<file path="src/hdl/zports_consts.svh">
// I/O port block constants
// port numbers, register bit positions and reset values

`ifndef ZPORTS_CONSTS_SVH
`define ZPORTS_CONSTS_SVH

////////////////////
// low address bytes of the kept ports
`define ZPORT_FE      8'hFE  // border, beeper, keyboard
`define ZPORT_F6      8'hF6  // FE alias
`define ZPORT_FD      8'hFD  // 7FFD paging and AY
`define ZPORT_F7      8'hF7  // EFF7
`define ZPORT_BF      8'hBF  // evo config
`define ZPORT_BE      8'hBE  // config readback, nmi end
`define ZPORT_BD      8'hBD  // breakpoint address
`define ZPORT_ULAPLUS 8'h3B  // BF3B cmd, FF3B data

////////////////////
// BE readback indexes, a[12:8]
`define BE_IDX_P7FFD  5'h0A
`define BE_IDX_PEFF7  5'h0B
`define BE_IDX_BRKLO  5'h10
`define BE_IDX_BRKHI  5'h11

////////////////////
// register bit positions
`define EFF7_BLOCK1M  2  // 1 disables pent 1M
`define EFF7_RAM0     3
`define P7FFD_ROM     4
`define P7FFD_LOCK    5  // 128k lock

// ulaplus command modes, din[7:6]
`define UP_MODE_PAL   2'b00  // palette address
`define UP_MODE_GRP   2'b01  // mode group select

// reset values
`define P7FFD_RST     8'h00
`define PEFF7_RST     8'h00
`define BORDER_RST    4'h0

`endif

</file>
<file path="src/hdl/zports_bus_pkg.sv">
// Z80 bus and internal strobe types
// the bus as sampled, io strobes and per-port write selects

package zports_bus_pkg;

	// z80 bus, 27 bits
	typedef struct packed {
		logic [15:0] a;
		logic [7:0]  din;
		logic        iorq_n;
		logic        rd_n;
		logic        wr_n;
	} zbus_t;

	// one-cycle fclk strobes
	typedef struct packed {
		logic port_wr;
		logic port_rd;
	} strobe_t;

	// one-cycle write selects
	typedef struct packed {
		logic fe_wr;      // FE / F6
		logic fd7_wr;     // 7FFD
		logic eff7_wr;
		logic bf_wr;
		logic bd_wr;
		logic be_wr;
		logic up_cmd_wr;  // BF3B
		logic up_data_wr; // FF3B
	} port_sel_t;

endpackage

</file>
<file path="src/hdl/zports_cfg_pkg.sv">
// register content types
// BF config, paging registers and the ULAplus byte decode

package zports_cfg_pkg;

	// BF register, font bit not kept
	typedef struct packed {
		logic brk_ena;   // din[4]
		logic set_nmi;   // din[3]
		logic romrw_en;  // din[1]
		logic shadow_en; // din[0]
	} evo_cfg_t;

	// raw paging registers, unmasked
	typedef struct packed {
		logic [7:0] p7ffd;
		logic [7:0] peff7;
	} page_regs_t;

	////////////////////
	// ulaplus byte as command
	typedef struct packed {
		logic [1:0] mode;    // 00 palette addr, 01 group
		logic [5:0] paladdr;
	} up_cmd_t;

	// same byte as colour data
	typedef struct packed {
		logic [2:0] g;
		logic [2:0] r;
		logic [1:0] b;
	} up_col_t;

	// one din byte, two readings
	typedef union packed {
		up_cmd_t cmd;
		up_col_t col;
	} ulaplus_byte_u;

endpackage

</file>
<file path="src/hdl/evo_config.sv">
// evo configuration ports
// BF config register, BD breakpoint address, BE clear-nmi

module evo_config import zports_bus_pkg::*, zports_cfg_pkg::*; (
	input  logic        fclk,
	input  logic        rst_n,
	input  zbus_t       bus,
	input  port_sel_t   sel,
	input  logic        dos,
	output evo_cfg_t    cfg,
	output logic        shadow,
	output logic        romrw_en,
	output logic        set_nmi,
	output logic        brk_ena,
	output logic [15:0] brk_addr,
	output logic        clr_nmi
);

	////////////////////
	// BF write, din[2] font enable dropped
	always_ff @(posedge fclk or negedge rst_n)
	begin
		if (!rst_n)
			cfg <= '0;
		else if (sel.bf_wr)
		begin
			cfg.shadow_en <= bus.din[0];
			cfg.romrw_en  <= bus.din[1];
			cfg.set_nmi   <= bus.din[3];
			cfg.brk_ena   <= bus.din[4];
		end
	end

	// BD write, a[8] picks the byte
	always_ff @(posedge fclk)
	begin
		if (sel.bd_wr)
		begin
			if (bus.a[8])
				brk_addr[15:8] <= bus.din;
			else
				brk_addr[7:0] <= bus.din;
		end
	end

	assign shadow   = dos | cfg.shadow_en;
	assign romrw_en = cfg.romrw_en;
	assign set_nmi  = cfg.set_nmi;
	assign brk_ena  = cfg.brk_ena;
	assign clr_nmi  = sel.be_wr; // any BE write ends nmi

endmodule

</file>
<file path="src/hdl/io_strobe_sync.sv">
// Z80 io cycle to fclk strobe converter
// one port_wr or port_rd pulse per io cycle

module io_strobe_sync import zports_bus_pkg::*; (
	input  logic    fclk,
	input  logic    rst_n,
	input  logic    zpos,    // z80 clock rising phase
	input  zbus_t   bus,
	output strobe_t strobes
);

	logic       wr_act, rd_act; // cycle active levels
	logic [1:0] wr_sh, rd_sh;   // [0] zpos sample, [1] delayed

	assign wr_act = ~(bus.iorq_n | bus.wr_n);
	assign rd_act = ~(bus.iorq_n | bus.rd_n);

	always_ff @(posedge fclk or negedge rst_n)
	begin
		if (!rst_n)
		begin
			wr_sh   <= 2'b00;
			rd_sh   <= 2'b00;
			strobes <= '0;
		end
		else
		begin
			if (zpos)
			begin
				wr_sh[0] <= wr_act;
				rd_sh[0] <= rd_act;
			end
			wr_sh[1] <= wr_sh[0]; // plain fclk delay
			rd_sh[1] <= rd_sh[0];
			strobes.port_wr <= wr_sh[0] & ~wr_sh[1]; // rising edge only
			strobes.port_rd <= rd_sh[0] & ~rd_sh[1];
		end
	end

endmodule

</file>
<file path="src/hdl/port_decode.sv">
// port address decoder
// port hit, external port, AY control and gated write selects

`include "zports_consts.svh"

module port_decode import zports_bus_pkg::*; (
	input  zbus_t     bus,
	input  strobe_t   strobes,
	input  logic      shadow,        // dos or shadow_en
	output port_sel_t sel,
	output logic      porthit,
	output logic      external_port, // AY goes to the outside
	output logic      dataout,
	output logic      ay_bc1,
	output logic      ay_bdir
);

	logic [7:0] loa;
	logic       hit_fe, hit_fd, hit_f7, hit_bf, hit_be, hit_bd, hit_up;
	logic       io_cyc;

	assign loa = bus.a[7:0];

	////////////////////
	// port compares
	assign hit_fe = (loa == `ZPORT_FE) || (loa == `ZPORT_F6);
	assign hit_fd = (loa == `ZPORT_FD);
	assign hit_f7 = (loa == `ZPORT_F7) && !shadow; // EFF7 gone in shadow
	assign hit_bf = (loa == `ZPORT_BF);
	assign hit_be = (loa == `ZPORT_BE);
	assign hit_bd = (loa == `ZPORT_BD);
	assign hit_up = (loa == `ZPORT_ULAPLUS);

	assign porthit = hit_fe | hit_fd | hit_f7 | hit_bf | hit_be | hit_bd | hit_up;

	// BFFD / FFFD
	assign external_port = hit_fd & bus.a[15];

	// drive z80 data bus on internal reads only
	assign dataout = porthit & ~bus.iorq_n & ~bus.rd_n & ~external_port;

	////////////////////
	// AY control
	assign io_cyc  = ~bus.iorq_n & (~bus.rd_n | ~bus.wr_n);
	assign ay_bc1  = hit_fd & (bus.a[15:14] == 2'b11) & io_cyc; // FFFD addr / read
	assign ay_bdir = hit_fd & bus.a[15] & ~bus.iorq_n & ~bus.wr_n;

	////////////////////
	// write selects, one fclk each
	always_comb
	begin
		sel            = '0;
		sel.fe_wr      = hit_fe & strobes.port_wr;
		sel.fd7_wr     = hit_fd & strobes.port_wr;   // a[15] checked at the register
		sel.eff7_wr    = hit_f7 & bus.a[8] & strobes.port_wr;
		sel.bf_wr      = hit_bf & strobes.port_wr;
		sel.bd_wr      = hit_bd & strobes.port_wr;
		sel.be_wr      = hit_be & strobes.port_wr;  // nmi end
		sel.up_cmd_wr  = hit_up & ~bus.a[14] & strobes.port_wr; // BF3B
		sel.up_data_wr = hit_up &  bus.a[14] & strobes.port_wr; // FF3B
	end

endmodule

</file>
<file path="src/hdl/port_readback.sv">
// port read data mux
// FE/F6 keyboard, BF config and BE indexed readback

`include "zports_consts.svh"

module port_readback import zports_bus_pkg::*, zports_cfg_pkg::*; (
	input  zbus_t       bus,
	input  logic [4:0]  keys_in,
	input  logic        tape_read,
	input  page_regs_t  regs,
	input  evo_cfg_t    cfg,
	input  logic [15:0] brk_addr,
	output logic [7:0]  dout
);

	logic [7:0] bemux;

	////////////////////
	// BE readback by a[12:8]
	always_comb
	begin
		case (bus.a[12:8])
			`BE_IDX_P7FFD: bemux = regs.p7ffd; // raw, not masked
			`BE_IDX_PEFF7: bemux = regs.peff7;
			`BE_IDX_BRKLO: bemux = brk_addr[7:0];
			`BE_IDX_BRKHI: bemux = brk_addr[15:8];
			default:       bemux = 8'hFF;
		endcase
	end

	always_comb
	begin
		case (bus.a[7:0])
			`ZPORT_FE, `ZPORT_F6:
				dout = {1'b1, tape_read, 1'b0, keys_in};
			`ZPORT_BF:
				dout = {3'b000, cfg.brk_ena, cfg.set_nmi, 1'b0, cfg.romrw_en, cfg.shadow_en};
			`ZPORT_BE:
				dout = bemux;
			default:
				dout = 8'hFF; // idle bus
		endcase
	end

endmodule

</file>
<file path="src/hdl/spectrum_ports.sv">
// spectrum ports: FE border, 7FFD and EFF7 paging
// masked paging and pentagon 1M page outputs

`include "zports_consts.svh"

module spectrum_ports import zports_bus_pkg::*, zports_cfg_pkg::*; (
	input  logic       fclk,
	input  logic       rst_n,
	input  zbus_t      bus,
	input  port_sel_t  sel,
	output page_regs_t regs,        // raw values for readback
	output logic [3:0] border,
	output logic       beeper_wr,
	output logic [7:0] p7ffd,
	output logic [7:0] peff7,
	output logic [5:0] pent1m_page,
	output logic       pent1m_rom,
	output logic       pent1m_1m_on,
	output logic       pent1m_ram0_0
);

	logic [7:0] p7ffd_int, peff7_int;
	logic       block1m, block7ffd;

	assign block1m   = peff7_int[`EFF7_BLOCK1M];
	assign block7ffd = p7ffd_int[`P7FFD_LOCK] & block1m; // 128k lock only without 1M

	////////////////////
	always_ff @(posedge fclk or negedge rst_n)
	begin
		if (!rst_n)
		begin
			border    <= `BORDER_RST;
			p7ffd_int <= `P7FFD_RST;
			peff7_int <= `PEFF7_RST;
		end
		else
		begin
			if (sel.fe_wr)
				border <= {~bus.a[3], bus.din[2:0]}; // bright from a[3]
			if (sel.fd7_wr && !bus.a[15] && !block7ffd)
				p7ffd_int <= bus.din;
			if (sel.eff7_wr && !bus.a[12])
				peff7_int <= bus.din;
		end
	end

	assign beeper_wr = sel.fe_wr;

	assign regs.p7ffd = p7ffd_int;
	assign regs.peff7 = peff7_int;

	// high page bits hidden in 128k mode
	assign p7ffd = {(block1m ? 3'b000 : p7ffd_int[7:5]), p7ffd_int[4:0]};
	assign peff7 = block1m ? {peff7_int[7], 1'b0, peff7_int[5:4], 3'b000, peff7_int[0]}
		: peff7_int;

	assign pent1m_page   = {p7ffd_int[7:5], p7ffd_int[2:0]};
	assign pent1m_rom    = p7ffd_int[`P7FFD_ROM];
	assign pent1m_1m_on  = ~block1m;
	assign pent1m_ram0_0 = peff7_int[`EFF7_RAM0];

endmodule

</file>
<file path="src/hdl/ulaplus_ports.sv">
// ULAplus ports
// BF3B command and FF3B data, palette write and enable

`include "zports_consts.svh"

module ulaplus_ports import zports_bus_pkg::*, zports_cfg_pkg::*; (
	input  logic       fclk,
	input  logic       rst_n,
	input  zbus_t      bus,
	input  port_sel_t  sel,
	output logic       up_ena,
	output logic [5:0] up_paladdr,
	output logic [7:0] up_paldata,
	output logic       up_palwr
);

	ulaplus_byte_u up_byte;
	logic          up_select; // 1 = mode group, 0 = palette

	assign up_byte = bus.din;

	always_ff @(posedge fclk or negedge rst_n)
	begin
		if (!rst_n)
		begin
			up_select <= 1'b0;
			up_ena    <= 1'b0;
		end
		else
		begin
			if (sel.up_cmd_wr && up_byte.cmd.mode == `UP_MODE_GRP)
				up_select <= 1'b1;
			if (sel.up_cmd_wr && up_byte.cmd.mode == `UP_MODE_PAL)
				up_select <= 1'b0;
			if (sel.up_data_wr && up_select)
				up_ena <= up_byte[0]; // ulaplus on/off
		end
	end

	// palette address, payload only
	always_ff @(posedge fclk)
	begin
		if (sel.up_cmd_wr && up_byte.cmd.mode == `UP_MODE_PAL)
			up_paladdr <= up_byte.cmd.paladdr;
	end

	assign up_palwr   = sel.up_data_wr & ~up_select;
	assign up_paldata = {up_byte.col.r, up_byte.col.g, up_byte.col.b}; // G3R3B2 to R3G3B2

endmodule

</file>
<file path="src/hdl/zports_top.sv">
// Z80 io port block, top level
// strobe sync, decode, register blocks and readback mux

module zports_top import zports_bus_pkg::*, zports_cfg_pkg::*; (
	input  logic        fclk,
	input  logic        rst_n,
	input  logic        zpos,
	input  zbus_t       bus,
	input  logic        dos,
	input  logic [4:0]  keys_in,
	input  logic        tape_read,
	output logic [7:0]  dout,
	output logic        dataout,
	output logic        porthit,
	output logic        external_port,
	output logic        ay_bc1,
	output logic        ay_bdir,
	output logic [3:0]  border,
	output logic        beeper_wr,
	output logic [7:0]  p7ffd,
	output logic [7:0]  peff7,
	output logic [5:0]  pent1m_page,
	output logic        pent1m_rom,
	output logic        pent1m_1m_on,
	output logic        pent1m_ram0_0,
	output logic        romrw_en,
	output logic        set_nmi,
	output logic        brk_ena,
	output logic [15:0] brk_addr,
	output logic        clr_nmi,
	output logic        up_ena,
	output logic [5:0]  up_paladdr,
	output logic [7:0]  up_paldata,
	output logic        up_palwr
);

	strobe_t    strobes;
	port_sel_t  sel;
	page_regs_t regs;
	evo_cfg_t   cfg;
	logic       shadow;

	////////////////////
	io_strobe_sync u_sync (
		.fclk    (fclk),
		.rst_n   (rst_n),
		.zpos    (zpos),
		.bus     (bus),
		.strobes (strobes)
	);

	port_decode u_decode (
		.bus           (bus),
		.strobes       (strobes),
		.shadow        (shadow),
		.sel           (sel),
		.porthit       (porthit),
		.external_port (external_port),
		.dataout       (dataout),
		.ay_bc1        (ay_bc1),
		.ay_bdir       (ay_bdir)
	);

	////////////////////
	// register blocks
	spectrum_ports u_spec (
		.fclk          (fclk),
		.rst_n         (rst_n),
		.bus           (bus),
		.sel           (sel),
		.regs          (regs),
		.border        (border),
		.beeper_wr     (beeper_wr),
		.p7ffd         (p7ffd),
		.peff7         (peff7),
		.pent1m_page   (pent1m_page),
		.pent1m_rom    (pent1m_rom),
		.pent1m_1m_on  (pent1m_1m_on),
		.pent1m_ram0_0 (pent1m_ram0_0)
	);

	evo_config u_cfg (
		.fclk     (fclk),
		.rst_n    (rst_n),
		.bus      (bus),
		.sel      (sel),
		.dos      (dos),
		.cfg      (cfg),
		.shadow   (shadow),  // back to decode
		.romrw_en (romrw_en),
		.set_nmi  (set_nmi),
		.brk_ena  (brk_ena),
		.brk_addr (brk_addr),
		.clr_nmi  (clr_nmi)
	);

	ulaplus_ports u_ulaplus (
		.fclk       (fclk),
		.rst_n      (rst_n),
		.bus        (bus),
		.sel        (sel),
		.up_ena     (up_ena),
		.up_paladdr (up_paladdr),
		.up_paldata (up_paldata),
		.up_palwr   (up_palwr)
	);

	port_readback u_readback (
		.bus       (bus),
		.keys_in   (keys_in),
		.tape_read (tape_read),
		.regs      (regs),
		.cfg       (cfg),
		.brk_addr  (brk_addr),
		.dout      (dout)
	);

endmodule

</file>
<file path="config.mk">
export PLATFORM = sky130hd
export DESIGN_NAME = zports_top
export DESIGN_NICKNAME = d
export VERILOG_FILES = /design/src/hdl/zports_bus_pkg.sv /design/src/hdl/zports_cfg_pkg.sv /design/src/hdl/evo_config.sv /design/src/hdl/io_strobe_sync.sv /design/src/hdl/port_decode.sv /design/src/hdl/port_readback.sv /design/src/hdl/spectrum_ports.sv /design/src/hdl/ulaplus_ports.sv /design/src/hdl/zports_top.sv
export VERILOG_INCLUDE_DIRS = /design/src /design/src/hdl
export SDC_FILE = /design/constraint.sdc
export NUM_CORES = 1
export LEC_CHECK = 0
export CAP_MARGIN = 20
export CORE_AREA = 8 8 59 110
export CTS_CLUSTER_SIZE = 8
export DETAILED_ROUTE_END_ITERATION = 7
export DIE_AREA = 0 0 67 118
export DONT_BUFFER_PORTS = 1
export PLACE_DENSITY_LB_ADDON = 0.1
export REMOVE_ABC_BUFFERS = 1
export SETUP_SLACK_MARGIN = 0.05
export SYNTH_ARGS = -nofsm -noshare
export SYNTH_HDL_FRONTEND = slang
export SYNTH_SLANG_ARGS = --single-unit
</file>
<file path="constraint.sdc">
create_clock -name fclk -period 2.9 [get_ports fclk]
set_clock_uncertainty 0.1 [all_clocks]
set_input_delay 0 -clock fclk [delete_from_list [all_inputs] [get_ports fclk]]
set_output_delay 0 -clock fclk [all_outputs]
set_load 0.01 [all_outputs]
</file>
==> run summary, run 1 <==
OUTCOME
----------------------------------------------------------------------------------
Status .............................................................. finished clean

LOGIC SYNTHESIS
----------------------------------------------------------------------------------
Cells taking the most area after synthesis .......................... dfrtp_1 (27%), edfxtp_1 (25%), mux2_2 (11%), buf_4 (7.3%), nand2_1 (2.4%)
Yosys top cell by area ..............................................      dfrtp_1
Cell area after synthesis ...........................................     2690 µm²
Warning count from the yosys run ....................................            0
Async S/R FF share, synth ...........................................        56.9%
Primary flip-flop cell chosen by synthesis mapping ..................      dfrtp_1
Distinct cell type count of the synthesized netlist .................           44
Number of enable-type register cells in the synthesized netlist .....           22
Synth cell count leaders ............................................ dfrtp_1 (29), mux2_2 (27), buf_4 (26)
Synth Area per Inst .................................................     11.5 µm²
Flops & latches, synth ..............................................           51
Synth top area share ................................................        27.0%
Most instantiated library cell after synthesis ......................      dfrtp_1
Number of instances in the synthesized netlist ......................          233
Sequential area share after synthesis ...............................        51.5%

GLOBAL ROUTE
----------------------------------------------------------------------------------
Congestion Overflow GR ..............................................            0
Number of antenna violations at the first check in global routing ...            0
Largest net degree at the start of global routing ...................           30
Wire length of the first global-routing pass ........................      12.2 mm
Number of global-route vias before repair ...........................         2032
Global-route total usage across every layer .........................        20.8%

DIE
----------------------------------------------------------------------------------
Core area ...........................................................     5090 µm²
Number of I/O pins ..................................................          116
Overall die area ....................................................     7910 µm²
Horizontal die dimension ............................................        67 µm
Height of the die ...................................................       118 µm
Placement Rows ......................................................           37
Effective utilization at floorplan ..................................        52.8%

SETUP PATH
----------------------------------------------------------------------------------
Crit path required time .............................................      3.01 ns
Slowest cell on the critical path ...................................       and3_1
Largest stage delay on the critical path ............................      0.49 ns
Cells traversed along the worst timing path ......................... or3_1 > nor4b_1 > and3_1 > mux2_2
Number of cell instances on the worst register-to-register path .....            4
Startpoint of the lowest-slack register-to-register path ............ u_cfg.cfg[0]$_DFFE_PN0P_
Register-to-Register Setup Slack ....................................      0.79 ns
Nature of the critical path endpoint ................................    flip-flop
CP Buf/Inv Count ....................................................            0
Nature of the critical path startpoint ..............................    flip-flop
Critical path class ................................................. flip-flop to flip-flop
Max Fanout on Critical Path .........................................            8
Capturing point of the worst reg2reg path ........................... u_spec.peff7_int[1]$_DFFE_PN0P_
Arrival @ worst endpoint ............................................      2.21 ns
CP delay by family, top ............................................. simple AND/OR/NAND/NOR gates

PLACED DESIGN
----------------------------------------------------------------------------------
Detailed placer's ending HPWL .......................................      5.67 mm
Count of buffers inserted at the top-level ports ....................            0
Gpl congestion ......................................................        0.836

CELLS AND AREA
----------------------------------------------------------------------------------
Number of nets in the final layout ..................................          270
Fraction of final layout cells sized beyond drive strength 1 ........        19.7%
Synth-to-layout area growth .........................................        9.12%
Share of the core filled with cells in the final layout .............        57.6%
Number of diodes ....................................................            0

DETAILED ROUTING
----------------------------------------------------------------------------------
Wire length per cell after detailed routing .........................      27.4 µm
DR vias/cell ........................................................         6.56
Initial DRC Count ...................................................          114
Number of DRC violations after detailed routing .....................            0
Number of vias after detailed routing ...............................         1916
Remaining number of nets flagged by the antenna check after routing .            0
First-pass detailed-route iteration total ...........................            5
Total wire length ...................................................      8.01 mm

CLOCKING
----------------------------------------------------------------------------------
# clock sinks .......................................................           51
Clock tree root buffer cell .........................................     clkbuf_8
TritonCTS Buffers ...................................................            5
Hold buffer count at cts ............................................           22
CTS tree ............................................................          yes
Number of H-tree levels .............................................            2
Buffers from clock root to sink, at most ............................            2
Clock Latency Late Sink .............................................      0.31 ns
Post-CTS setup-driven buffer insertion count ........................            0
Clk slew on worst S/H paths .........................................      0.10 ns
# resized after CTS .................................................            0

TIMING
----------------------------------------------------------------------------------
Count of endpoints failing hold in the final timing report ..........            0
Slew Limit Fails ....................................................            0
Least-Margin Pin Slew ...............................................     0.861 ns
Minimum clock period ................................................      2.11 ns
Crit share post-route ...............................................        72.6%
Slew Limit Headroom .................................................        41.1%
Fin Setup TNS .......................................................         0 ns
Setup-failing EPs final .............................................            0
Unrepaired setup endpoints after global routing .....................        false
Achievable clock frequency ..........................................      475 MHz

POWER
----------------------------------------------------------------------------------
Worst ir drop on vdd ................................................     0.388 mV
Power per cell area .................................................   491 nW/µm²
Leak pwr ............................................................   0.00118 µW

RUN
----------------------------------------------------------------------------------
Max-capacitance violation count .....................................            0

HOLD PATH
----------------------------------------------------------------------------------
Worst min path class ................................................ input pin to async pin

## final cells by class
| type | count | area (µm²) |
|---|---|---|
| sequential | 51 | 1390 |
| timing repair buffer | 26 | 260 |
| clock buffer | 7 | 97.6 |
| tap | 58 | 72.6 |
| fill | 443 | 2160 |
| multi-input combinational | 144 | 1070 |
| clock inverter | 1 | 30.0 |
| inverter | 5 | 18.8 |
## sequential cells by signal (all words and copies together) (netlist names)
register              cells
u_cfg.brk_addr           16
u_spec.p7ffd_int          8
u_spec.peff7_int          8
u_ulaplus.up_paladdr      6
u_spec.border             4
u_sync.wr_sh              2
u_cfg.brk_ena             1
u_cfg.cfg                 1
u_cfg.romrw_en            1
u_cfg.set_nmi             1
u_sync.strobes            1
u_ulaplus.up_ena          1
u_ulaplus.up_select       1
## power by group
group	internal [µW]	total, µW	switching, µW
Combinational	49.9	113	62.7
Clock	310	554	243
Sequential	763	774	11.0
Total	1120	1440	317
## worst max-delay path by stage
stage / start / to / cells past startpoint
floorplan: u_sync.strobes[1]$_DFF_PN0_ / u_ulaplus.up_paladdr[0]$_DFFE_PP_ / 3
global placement: u_cfg.cfg[0]$_DFFE_PN0P_ / u_spec.peff7_int[4]$_DFFE_PN0P_ / 4
detailed placement: u_cfg.cfg[0]$_DFFE_PN0P_ / u_spec.peff7_int[6]$_DFFE_PN0P_ / 4
CTS: u_cfg.cfg[0]$_DFFE_PN0P_ / u_spec.peff7_int[1]$_DFFE_PN0P_ / 4
global route: u_cfg.cfg[0]$_DFFE_PN0P_ / u_spec.peff7_int[6]$_DFFE_PN0P_ / 4
finish: u_cfg.cfg[0]$_DFFE_PN0P_ / u_spec.peff7_int[1]$_DFFE_PN0P_ / 4
## routing by layer
layer	vias to the layer above	part of all wire, %	track usage [%]
li1	846	-	-
met1	946	33	20.4
met2	109	55	36.7
met3	15	10	7.91
met4	0	2.6	8.43
met5	-	0	0
## layout by cell type (no fill, tap or decap), types with 4 or more instances in the layout
cell type	n
a211oi_1	5
a21oi_1	5
a31oi_1	4
buf_4	4
clkbuf_8	5
dfrtp_1	29
dlygate4sd3_1	21
edfxtp_1	22
inv_1	5
mux2_2	27
mux2i_1	4
nand2_1	17
nand2b_1	5
nand3_1	5
nor2_1	12
nor2b_1	8
nor3_1	6
o32ai_1	5
## cells by family (layout without fill, tap and decap cells)
family / after synthesis / in the layout / synth area share, %
muxes: 31 / 31 / 12.8
AOI/OAI and AO/OA: 37 / 37 / 10.3
and+or+nand+nor: 75 / 75 / 16.3
DFF: 51 / 51 / 51.5
buffers and inverters: 38 / 39 / 8.93
other: 1 / 1 / 0.139
## stage by stage
stage	power, µW	instances	worst slack, ns	hold WS, ns	instance area (µm²)
3_3_place_gp	848	262	0.821	-0.394	2580
3_5_place_dp	849	262	0.811	-0.394	2580
2_1_floorplan	835	200	0.846	-0.396	2470
6_report	1440	292	0.795	0.0159	2940
5_1_grt	1480	292	0.680	0.0274	2940
4_1_cts	1440	292	0.789	0.0173	2940
Power figures use the tool's default switching activity.
==> run 2: changes to the inputs <==
--- a/config.mk
+++ b/config.mk
@@ -6,11 +6,12 @@
 export SDC_FILE = /design/constraint.sdc
 export NUM_CORES = 1
 export LEC_CHECK = 0
+export ABC_AREA = 1
 export CAP_MARGIN = 20
-export CORE_AREA = 8 8 59 110
+export CORE_AREA = 8 8 61 114
 export CTS_CLUSTER_SIZE = 8
 export DETAILED_ROUTE_END_ITERATION = 7
-export DIE_AREA = 0 0 67 118
+export DIE_AREA = 0 0 69 122
 export DONT_BUFFER_PORTS = 1
 export PLACE_DENSITY_LB_ADDON = 0.1
 export REMOVE_ABC_BUFFERS = 1
==> constraint.sdc (replaced) <==
create_clock -name fclk -period 1.7 [get_ports fclk]
set_clock_uncertainty 0.1 [all_clocks]
set_input_delay 0 -clock fclk [delete_from_list [all_inputs] [get_ports fclk]]
set_output_delay 0 -clock fclk [all_outputs]
set_load 0.01 [all_outputs]
==> run 2 against run 1 <==
Net effect:
- area after synthesis up 6.4%
- power up 58%
- register-to-register slack worse by 0.63 ns
- flip-flop and latch count unchanged
- synthesized cell count up 46%
- critical path depth unchanged
- die area up 6.5%
- largest power group unchanged
==> run summary, run 2 <==
OUTCOME
----------------------------------------------------------------------------------
Status .............................................................. finished clean

CLOCKING
----------------------------------------------------------------------------------
Clock tree root buffer cell .........................................     clkbuf_8
Clock Latency Late Sink .............................................      0.31 ns   about the same
Number of H-tree levels .............................................            2   unchanged
# clock sinks .......................................................           51   unchanged
Clk slew on worst S/H paths .........................................      0.10 ns   about the same
Buffers from clock root to sink, at most ............................            2   unchanged
TritonCTS Buffers ...................................................            5   unchanged
CTS tree ............................................................          yes

TIMING
----------------------------------------------------------------------------------
Unrepaired setup endpoints after global routing .....................        false
Hold WS .............................................................    0.0103 ns   -0.00568 ns
Crit share post-route ...............................................        91.2%
Achievable clock frequency ..........................................      645 MHz
Minimum clock period ................................................      1.55 ns
Fin Setup TNS .......................................................         0 ns   unchanged
Setup-failing EPs final .............................................            0   unchanged
Least-Margin Pin Slew ...............................................     0.502 ns   -0.360 ns
Slew Limit Fails ....................................................            0   unchanged
Slew Limit Headroom .................................................        66.3%   +25 points
Count of endpoints failing hold in the final timing report ..........            0   unchanged
Minimum setup slack in the final design .............................     0.150 ns   -0.645 ns

CELLS AND AREA
----------------------------------------------------------------------------------
Most common cell after layout, fill and taps aside ..................      nand2_1
Post-route cell area ................................................     3110 µm²   +6.0%
Top Registers ....................................................... u_cfg.brk_addr (16), u_spec.p7ffd_int (8), u_spec.peff7_int (8)
Fraction of final layout cells sized beyond drive strength 1 ........        15.2%   -4.5 points
Number of flip-flops in the largest register ........................           16   unchanged
Register bank with the most flops ................................... u_cfg.brk_addr
Filler Cells Inserted ...............................................          540   +22%
Synth-to-layout area growth .........................................        8.70%
Number of nets in the final layout ..................................          385   +43%
Commonest cells after routing, fill and taps aside .................. nand2_1 (90), nor2_1 (37), inv_1 (35), dfrtp_1 (28)
Non-filler cells in the finished layout .............................          409   +40%
Number of diodes ....................................................            0   unchanged

DETAILED ROUTING
----------------------------------------------------------------------------------
Number of vias after detailed routing ...............................         2315   +21%
Total wire length ...................................................      8.24 mm   +2.8%
Initial DRC Count ...................................................          143   +25%
Wire length per cell after detailed routing .........................      20.1 µm   -27%
DR vias/cell ........................................................         5.66   -14%
First-pass detailed-route iteration total ...........................            4   -1
Number of DRC violations after detailed routing .....................            0   unchanged
Remaining number of nets flagged by the antenna check after routing .            0   unchanged

LOGIC SYNTHESIS
----------------------------------------------------------------------------------
Async S/R FF share, synth ...........................................        56.9%   unchanged
Yosys top cell by area ..............................................      dfrtp_1
Simple-Gate Fraction of Synth Area ..................................        30.7%   +14 points
Sequential area share after synthesis ...............................        48.4%   -3.1 points
Post-synthesis adder-cell area fraction .............................           0%   unchanged
Warning count from the yosys run ....................................            0   unchanged
Number of enable-type register cells in the synthesized netlist .....           22   unchanged
Synth Area per Inst .................................................     8.42 µm²   -27%
Synth top area share ................................................        25.4%   -1.6 points
Multiplexer share of the synthesized area ...........................           0%   -13 points
Cells taking the most area after synthesis .......................... dfrtp_1 (25%), edfxtp_1 (23%), nand2_1 (12%), buf_4 (6.6%), o21ai_2 (4.9%)
Dominant combinational cell family by area after synthesis .......... simple AND/OR/NAND/NOR gates
XOR/XNOR Fraction of Synth Area .....................................           0%   unchanged
Distinct cell type count of the synthesized netlist .................           24   -45%
Synthesized-area fraction occupied by ao, oa, aoi and oai cells .....        7.96%   -2.4 points
Synth cell count leaders ............................................ nand2_1 (90), nor2_1 (37), inv_1 (35)
Cell area after synthesis ...........................................     2860 µm²   +6.4%
Primary flip-flop cell chosen by synthesis mapping ..................      dfrtp_1
Most instantiated library cell after synthesis ......................      nand2_1
Flops & latches, synth ..............................................           51   unchanged
Number of instances in the synthesized netlist ......................          340   +46%

DIE
----------------------------------------------------------------------------------
Number of I/O pins ..................................................          116   unchanged
Core area ...........................................................     5420 µm²   +6.4%
Height of the die ...................................................       122 µm   +3.4%
Placement Rows ......................................................           38   +2.7%
Horizontal die dimension ............................................        69 µm   +3.0%
Overall die area ....................................................     8420 µm²   +6.5%
Effective utilization at floorplan ..................................        52.8%   about the same

SETUP PATH
----------------------------------------------------------------------------------
Arrival @ worst endpoint ............................................      1.45 ns   -0.76 ns
Crit path required time .............................................      1.60 ns   -1.41 ns
Critical path class ................................................. input pin to output port
Nature of the critical path endpoint ................................  output port
Nature of the critical path startpoint ..............................    input pin
Max Fanout on Critical Path .........................................            4   -4

POWER
----------------------------------------------------------------------------------
Comb pwr share ......................................................         9.5%   +1.7 points
Cell-internal power .................................................      1680 µW   +50%
Worst ir drop on vdd ................................................     0.695 mV   +79%
Proportion of power drawn by flip-flops and latches .................        58.2%   +4.5 points
Clock share of power ................................................        32.3%   -6.2 points
Power per cell area .................................................   733 nW/µm²   +49%
Switching part of the total .........................................        26.3%   +4.3 points
Net switching power of the design ...................................       600 µW   +89%
Leak pwr ............................................................   0.00132 µW   +11%

GLOBAL ROUTE
----------------------------------------------------------------------------------
Number of antenna violations at the first check in global routing ...            0   unchanged
Congestion Overflow GR ..............................................            0   unchanged
Number of global-route vias before repair ...........................         2399   +18%
Largest net degree at the start of global routing ...................           30   unchanged
Wire length of the first global-routing pass ........................      13.0 mm   +6.9%
Global-route total usage across every layer .........................        19.3%   -1.5 points

PLACED DESIGN
----------------------------------------------------------------------------------
Pre-CTS setup slack .................................................     0.221 ns   -0.590 ns
Gpl congestion ......................................................        0.803   -3.9%
Count of buffers inserted at the top-level ports ....................            0   unchanged
Detailed placer's ending HPWL .......................................      6.24 mm   +10%
Cell area after placement ...........................................     2780 µm²   +8.0%
Cell Count Post-Placement ...........................................          379   +45%

RUN
----------------------------------------------------------------------------------
Max-capacitance violation count .....................................            0   unchanged

HOLD PATH
----------------------------------------------------------------------------------
Worst min path class ................................................ input pin to async pin

-- run 2: path summary, 6_finish.rpt --
check / startpoint / endpoint / slack, ns / cells after the start
max: bus[12] / ay_bdir / 0.15 / 4
min: rst_n / u_spec.border[0]$_DFFE_PN0P_ / 0.01 / 2
max reg2reg: u_sync.strobes[1]$_DFF_PN0_ / u_ulaplus.up_select$_DFFE_PN0P_ / 0.16 / 4
min reg2reg: u_sync.wr_sh[0]$_DFFE_PN0P_ / u_sync.wr_sh[1]$_DFF_PN0_ / 0.30 / 0
max in group asynchronous: rst_n / u_sync.strobes[1]$_DFF_PN0_ / 1.31 / 2
min in group fclk: bus[17] / u_cfg.romrw_en$_DFFE_PN0P_ / 0.01 / 3
-- run 2: kinds of logic (layout without fill, tap and decap cells) --
kind of cell,after synthesis,after routing
AOI/OAI and AO/OA,31,31
buffers and inverters,68,77
DFF,51,51
other,1,1
and+or+nand+nor,189,189
-- run 2: final cells by class --
type                       count  area [µm²]  share of cell area [%]
clock buffer                   5        68.8                    2.21
clock inverter                 3        23.8                   0.764
inverter                      37         139                    4.47
multi-input combinational    221        1110                    35.6
sequential                    51        1390                    44.6
tap                           60        75.1                    2.41
timing repair buffer          32         308                    9.90
-- run 2: metal layers --
layer | track usage [%] | wire length [µm] | up-vias
met5 | 0 | 0 | -
li1 | - | - | 1098
met1 | 18.3 | 2790 | 1100
met3 | 7.90 | 795 | 15
met2 | 35.2 | 4450 | 102
met4 | 8.77 | 209 | 0
-- run 2: power by group through the flow --
stage          registers, µW  clock network [µW]  logic [µW]
4_1_cts                 1330                 755         216
3_5_place_dp            1350                   0         139
3_3_place_gp            1350                   0         136
2_1_floorplan           1350                   0        98.2
6_report                1330                 736         216
5_1_grt                 1330                 793         239
-- run 2: what timing repair did --
action                                  in CTS  in global routing
resized for setup                            0                  3
buffers inserted                             0                  0
hold endpoints to repair                   102                  0
endpoints found under the setup margin       0                  1
hold buffers                                22                  0
-- run 2: worst max-delay path: stages --
cell and delay, ns:
dlygate4sd3_1 0.57, nor3_4 0.33, nand3_1 0.20, nor3_1 0.35
-- run 2: through the flow --
step	util, %	total power [µW]
2_1_floorplan	-	1450
3_3_place_gp	51.4	1490
3_5_place_dp	51.4	1490
4_1_cts	57.3	2300
5_1_grt	57.4	2360
6_report	57.4	2280
==> run 3: changes to the inputs <==
--- a/config.mk
+++ b/config.mk
@@ -15,7 +15,7 @@
 export DONT_BUFFER_PORTS = 1
 export PLACE_DENSITY_LB_ADDON = 0.1
 export REMOVE_ABC_BUFFERS = 1
-export SETUP_SLACK_MARGIN = 0.05
+export SETUP_SLACK_MARGIN = 0.15
 export SYNTH_ARGS = -nofsm -noshare
 export SYNTH_HDL_FRONTEND = slang
 export SYNTH_SLANG_ARGS = --single-unit
==> run 3 against run 2 <==
Net effect:
- the flow now finishes with violations (hold timing)
- first-iteration DRC count up 4.2%
- via count is essentially flat
- utilization rose by 0.85 points
- combinational power increased by 4%
- cell count is 0.49% higher
- non-clock buffer count increased by 2
- critical path type is now flip-flop to output port
- sequential share of layout area down 0.69 points
- worst hold slack got worse by 0.020 ns
- global-route usage shrank 0.068 points
==> run summary, run 3 (synthesis gave the netlist of run 2 again) <==
GLOBAL ROUTE
----------------------------------------------------------------------------------
Largest net degree at the start of global routing ...................           30   unchanged
Number of antenna violations at the first check in global routing ...            0   unchanged
Global-route total usage across every layer .........................        19.2%   -0.068 points
Congestion Overflow GR ..............................................            0   unchanged
Wire length of the first global-routing pass ........................      13.0 mm   -0.48%
Number of global-route vias before repair ...........................         2380   -0.79%

OUTCOME
----------------------------------------------------------------------------------
Status .............................................................. finished, violations left
Violated checks .....................................................  hold timing

DIE
----------------------------------------------------------------------------------
Horizontal die dimension ............................................        69 µm   unchanged
Overall die area ....................................................     8420 µm²   unchanged
Height of the die ...................................................       122 µm   unchanged
Number of I/O pins ..................................................          116   unchanged
Effective utilization at floorplan ..................................        52.8%   unchanged
Core area ...........................................................     5420 µm²   unchanged
Placement Rows ......................................................           38   unchanged

CELLS AND AREA
----------------------------------------------------------------------------------
Register bank with the most flops ................................... u_cfg.brk_addr
Number of flip-flops in the largest register ........................           16   unchanged
Synth-to-layout area growth .........................................        10.3%
Most common cell after layout, fill and taps aside ..................      nand2_1
FF/Latch Area .......................................................     1390 µm²   about the same
Non-filler cells in the finished layout .............................          411   +0.49%
Filler Cells Inserted ...............................................          528   -2.2%
Area occupied by multi-input gates ..................................     1140 µm²   +2.6%
Top Registers ....................................................... u_cfg.brk_addr (16), u_spec.p7ffd_int (8), u_spec.peff7_int (8)
Fraction of final layout cells sized beyond drive strength 1 ........        17.4%   +2.2 points
Number of diodes ....................................................            0   unchanged
Commonest cells after routing, fill and taps aside .................. nand2_1 (88), inv_1 (35), nor2_1 (33), dfrtp_1 (29)
Number of nets in the final layout ..................................          387   +0.52%

TIMING
----------------------------------------------------------------------------------
Crit share post-route ...............................................        86.6%   -4.6 points
Slew Limit Fails ....................................................            0   unchanged
Achievable clock frequency ..........................................      679 MHz   +5.3%
Least-Margin Pin Slew ...............................................     0.525 ns   +0.0235 ns
Unrepaired setup endpoints after global routing .....................         true
Slew Limit Headroom .................................................        64.7%   -1.6 points
Fin Setup TNS .......................................................         0 ns   unchanged
Count of endpoints failing hold in the final timing report ..........            1   +1
Hold WS .............................................................  -0.00981 ns   -0.0201 ns
Minimum clock period ................................................      1.47 ns   -0.0780 ns
Setup-failing EPs final .............................................            0   unchanged

SETUP PATH
----------------------------------------------------------------------------------
Startpoint of the lowest-slack register-to-register path ............ u_sync.strobes[1]$_DFF_PN0_
Nature of the critical path startpoint ..............................    flip-flop
CP Buf/Inv Count ....................................................            1   unchanged
Cells traversed along the worst timing path ......................... inv_1 > nor3_1
Slowest cell on the critical path ...................................       nor3_1
Capturing point of the worst reg2reg path ........................... u_cfg.brk_addr[7]$_DFFE_PP_
Number of cell instances on the worst register-to-register path .....            4   unchanged
Crit path required time .............................................      1.60 ns   about the same
Critical path class ................................................. flip-flop to output port
Nature of the critical path endpoint ................................  output port
Register-to-Register Setup Slack ....................................      0.25 ns   +0.09 ns
Max Fanout on Critical Path .........................................            5   +1
Largest stage delay on the critical path ............................      0.47 ns   -0.10 ns
Arrival @ worst endpoint ............................................      1.37 ns   -0.08 ns
CP delay by family, top ............................................. simple AND/OR/NAND/NOR gates

CLOCKING
----------------------------------------------------------------------------------
Number of H-tree levels .............................................            2   unchanged
Buffers from clock root to sink, at most ............................            2   unchanged
Clock Latency Late Sink .............................................      0.31 ns   about the same
CTS tree ............................................................          yes
# clock sinks .......................................................           51   unchanged
Clk slew on worst S/H paths .........................................      0.10 ns   about the same
TritonCTS Buffers ...................................................            5   unchanged
Clock tree root buffer cell .........................................     clkbuf_8

DETAILED ROUTING
----------------------------------------------------------------------------------
Total wire length ...................................................      8.34 mm   +1.3%
Wire length per cell after detailed routing .........................      20.3 µm   +0.78%
Initial DRC Count ...................................................          149   +4.2%
Remaining number of nets flagged by the antenna check after routing .            0   unchanged
First-pass detailed-route iteration total ...........................            4   unchanged
Number of DRC violations after detailed routing .....................            0   unchanged
Number of vias after detailed routing ...............................         2317   +0.086%
DR vias/cell ........................................................         5.64   -0.40%

HOLD PATH
----------------------------------------------------------------------------------
Hold Path Stages ....................................................            5
Worst hold path endpoint ............................................ u_ulaplus.up_ena$_DFFE_PN0P_
Hold Path Origin ....................................................      bus[18]
Worst min path class ................................................ input pin to flip-flop

POWER
----------------------------------------------------------------------------------
Worst ir drop on vdd ................................................     0.676 mV   -2.7%
Leak pwr ............................................................   0.00134 µW   +1.6%
Power per cell area .................................................   725 nW/µm²   -1.1%

PLACED DESIGN
----------------------------------------------------------------------------------
Cell Count Post-Placement ...........................................          379   unchanged
Gpl congestion ......................................................        0.803   unchanged
Count of buffers inserted at the top-level ports ....................            0   unchanged
Detailed placer's ending HPWL .......................................      6.24 mm   unchanged

RUN
----------------------------------------------------------------------------------
Max-capacitance violation count .....................................            0   unchanged

==> run 3: cell types whose count changed in the layout (fill, tap and decap cells not counted), moves of 2 or more <==
cell,delta
dlygate4sd3_1,+2
nand2_1,-2
nor2_1,-4
nor2_2,+4
==> run 3: worst max path at each step <==
stage,slack [ns],from,to,cells after the start
2_1_floorplan,0.28,u_sync.strobes[1]$_DFF_PN0_,u_cfg.brk_addr[0]$_DFFE_PP_,2
3_3_place_gp,0.27,u_sync.strobes[1]$_DFF_PN0_,u_spec.peff7_int[2]$_DFFE_PN0P_,5
3_5_place_dp,0.22,u_sync.strobes[1]$_DFF_PN0_,u_spec.peff7_int[6]$_DFFE_PN0P_,5
4_1_cts,0.18,u_cfg.cfg[0]$_DFFE_PN0P_,dataout,5
5_1_grt,0.12,u_cfg.brk_addr[8]$_DFFE_PP_,dout[0],6
6_report,0.23,u_sync.strobes[1]$_DFF_PN0_,clr_nmi,2
==> run 3: layer usage <==
layer / up-vias / GRT usage (%) / part of all wire, %
met3: 14 / 7.74 / 9.6
li1: 1111 / - / -
met4: 0 / 8.26 / 2.2
met1: 1092 / 18.3 / 33
met2: 100 / 35.4 / 55
met5: - / 0 / 0
==> run 3: metrics by stage <==
| step | setup WS [ns] | instance area (µm²) | util (%) | power, µW |
|---|---|---|---|---|
| finish | 0.228 | 3160 | 58.2 | 2290 |
| global route | 0.120 | 3160 | 58.2 | 2370 |
| CTS | 0.180 | 3110 | 57.3 | 2300 |
| detailed placement | 0.221 | 2780 | 51.4 | 1490 |
| global placement | 0.274 | 2780 | 51.4 | 1490 |
| floorplan | 0.284 | 2630 | - | 1450 |
==> run 3: worst register-to-register path, stage by stage, from the launching register on <==
cell,delay [ns]
dfrtp_1,0.45
buf_4,0.18
nand3_1,0.11
nor2_1,0.12
buf_4,0.20
==> run 3: what timing repair did <==
action,in CTS,in global routing
buffers inserted,0,1
hold endpoints to repair,102,8
gates resized for setup,0,10
setup endpoints to repair,0,13
hold buffers,22,1
==> run 3: power breakdown <==
part / total (µW) / switching, µW / internal, µW
clock network: 737 / 439 / 298
registers: 1330 / 23.5 / 1300
logic: 224 / 143 / 81.6
==> run 3: area by class of cell <==
class	count	area share, %
flip-flops and latches	51	43.9
repair buffers	34	10.3
well taps	60	2.38
multi-input cells	221	36.0
inverters	37	4.40
clock buffers	5	2.18
clock inverters	3	0.753
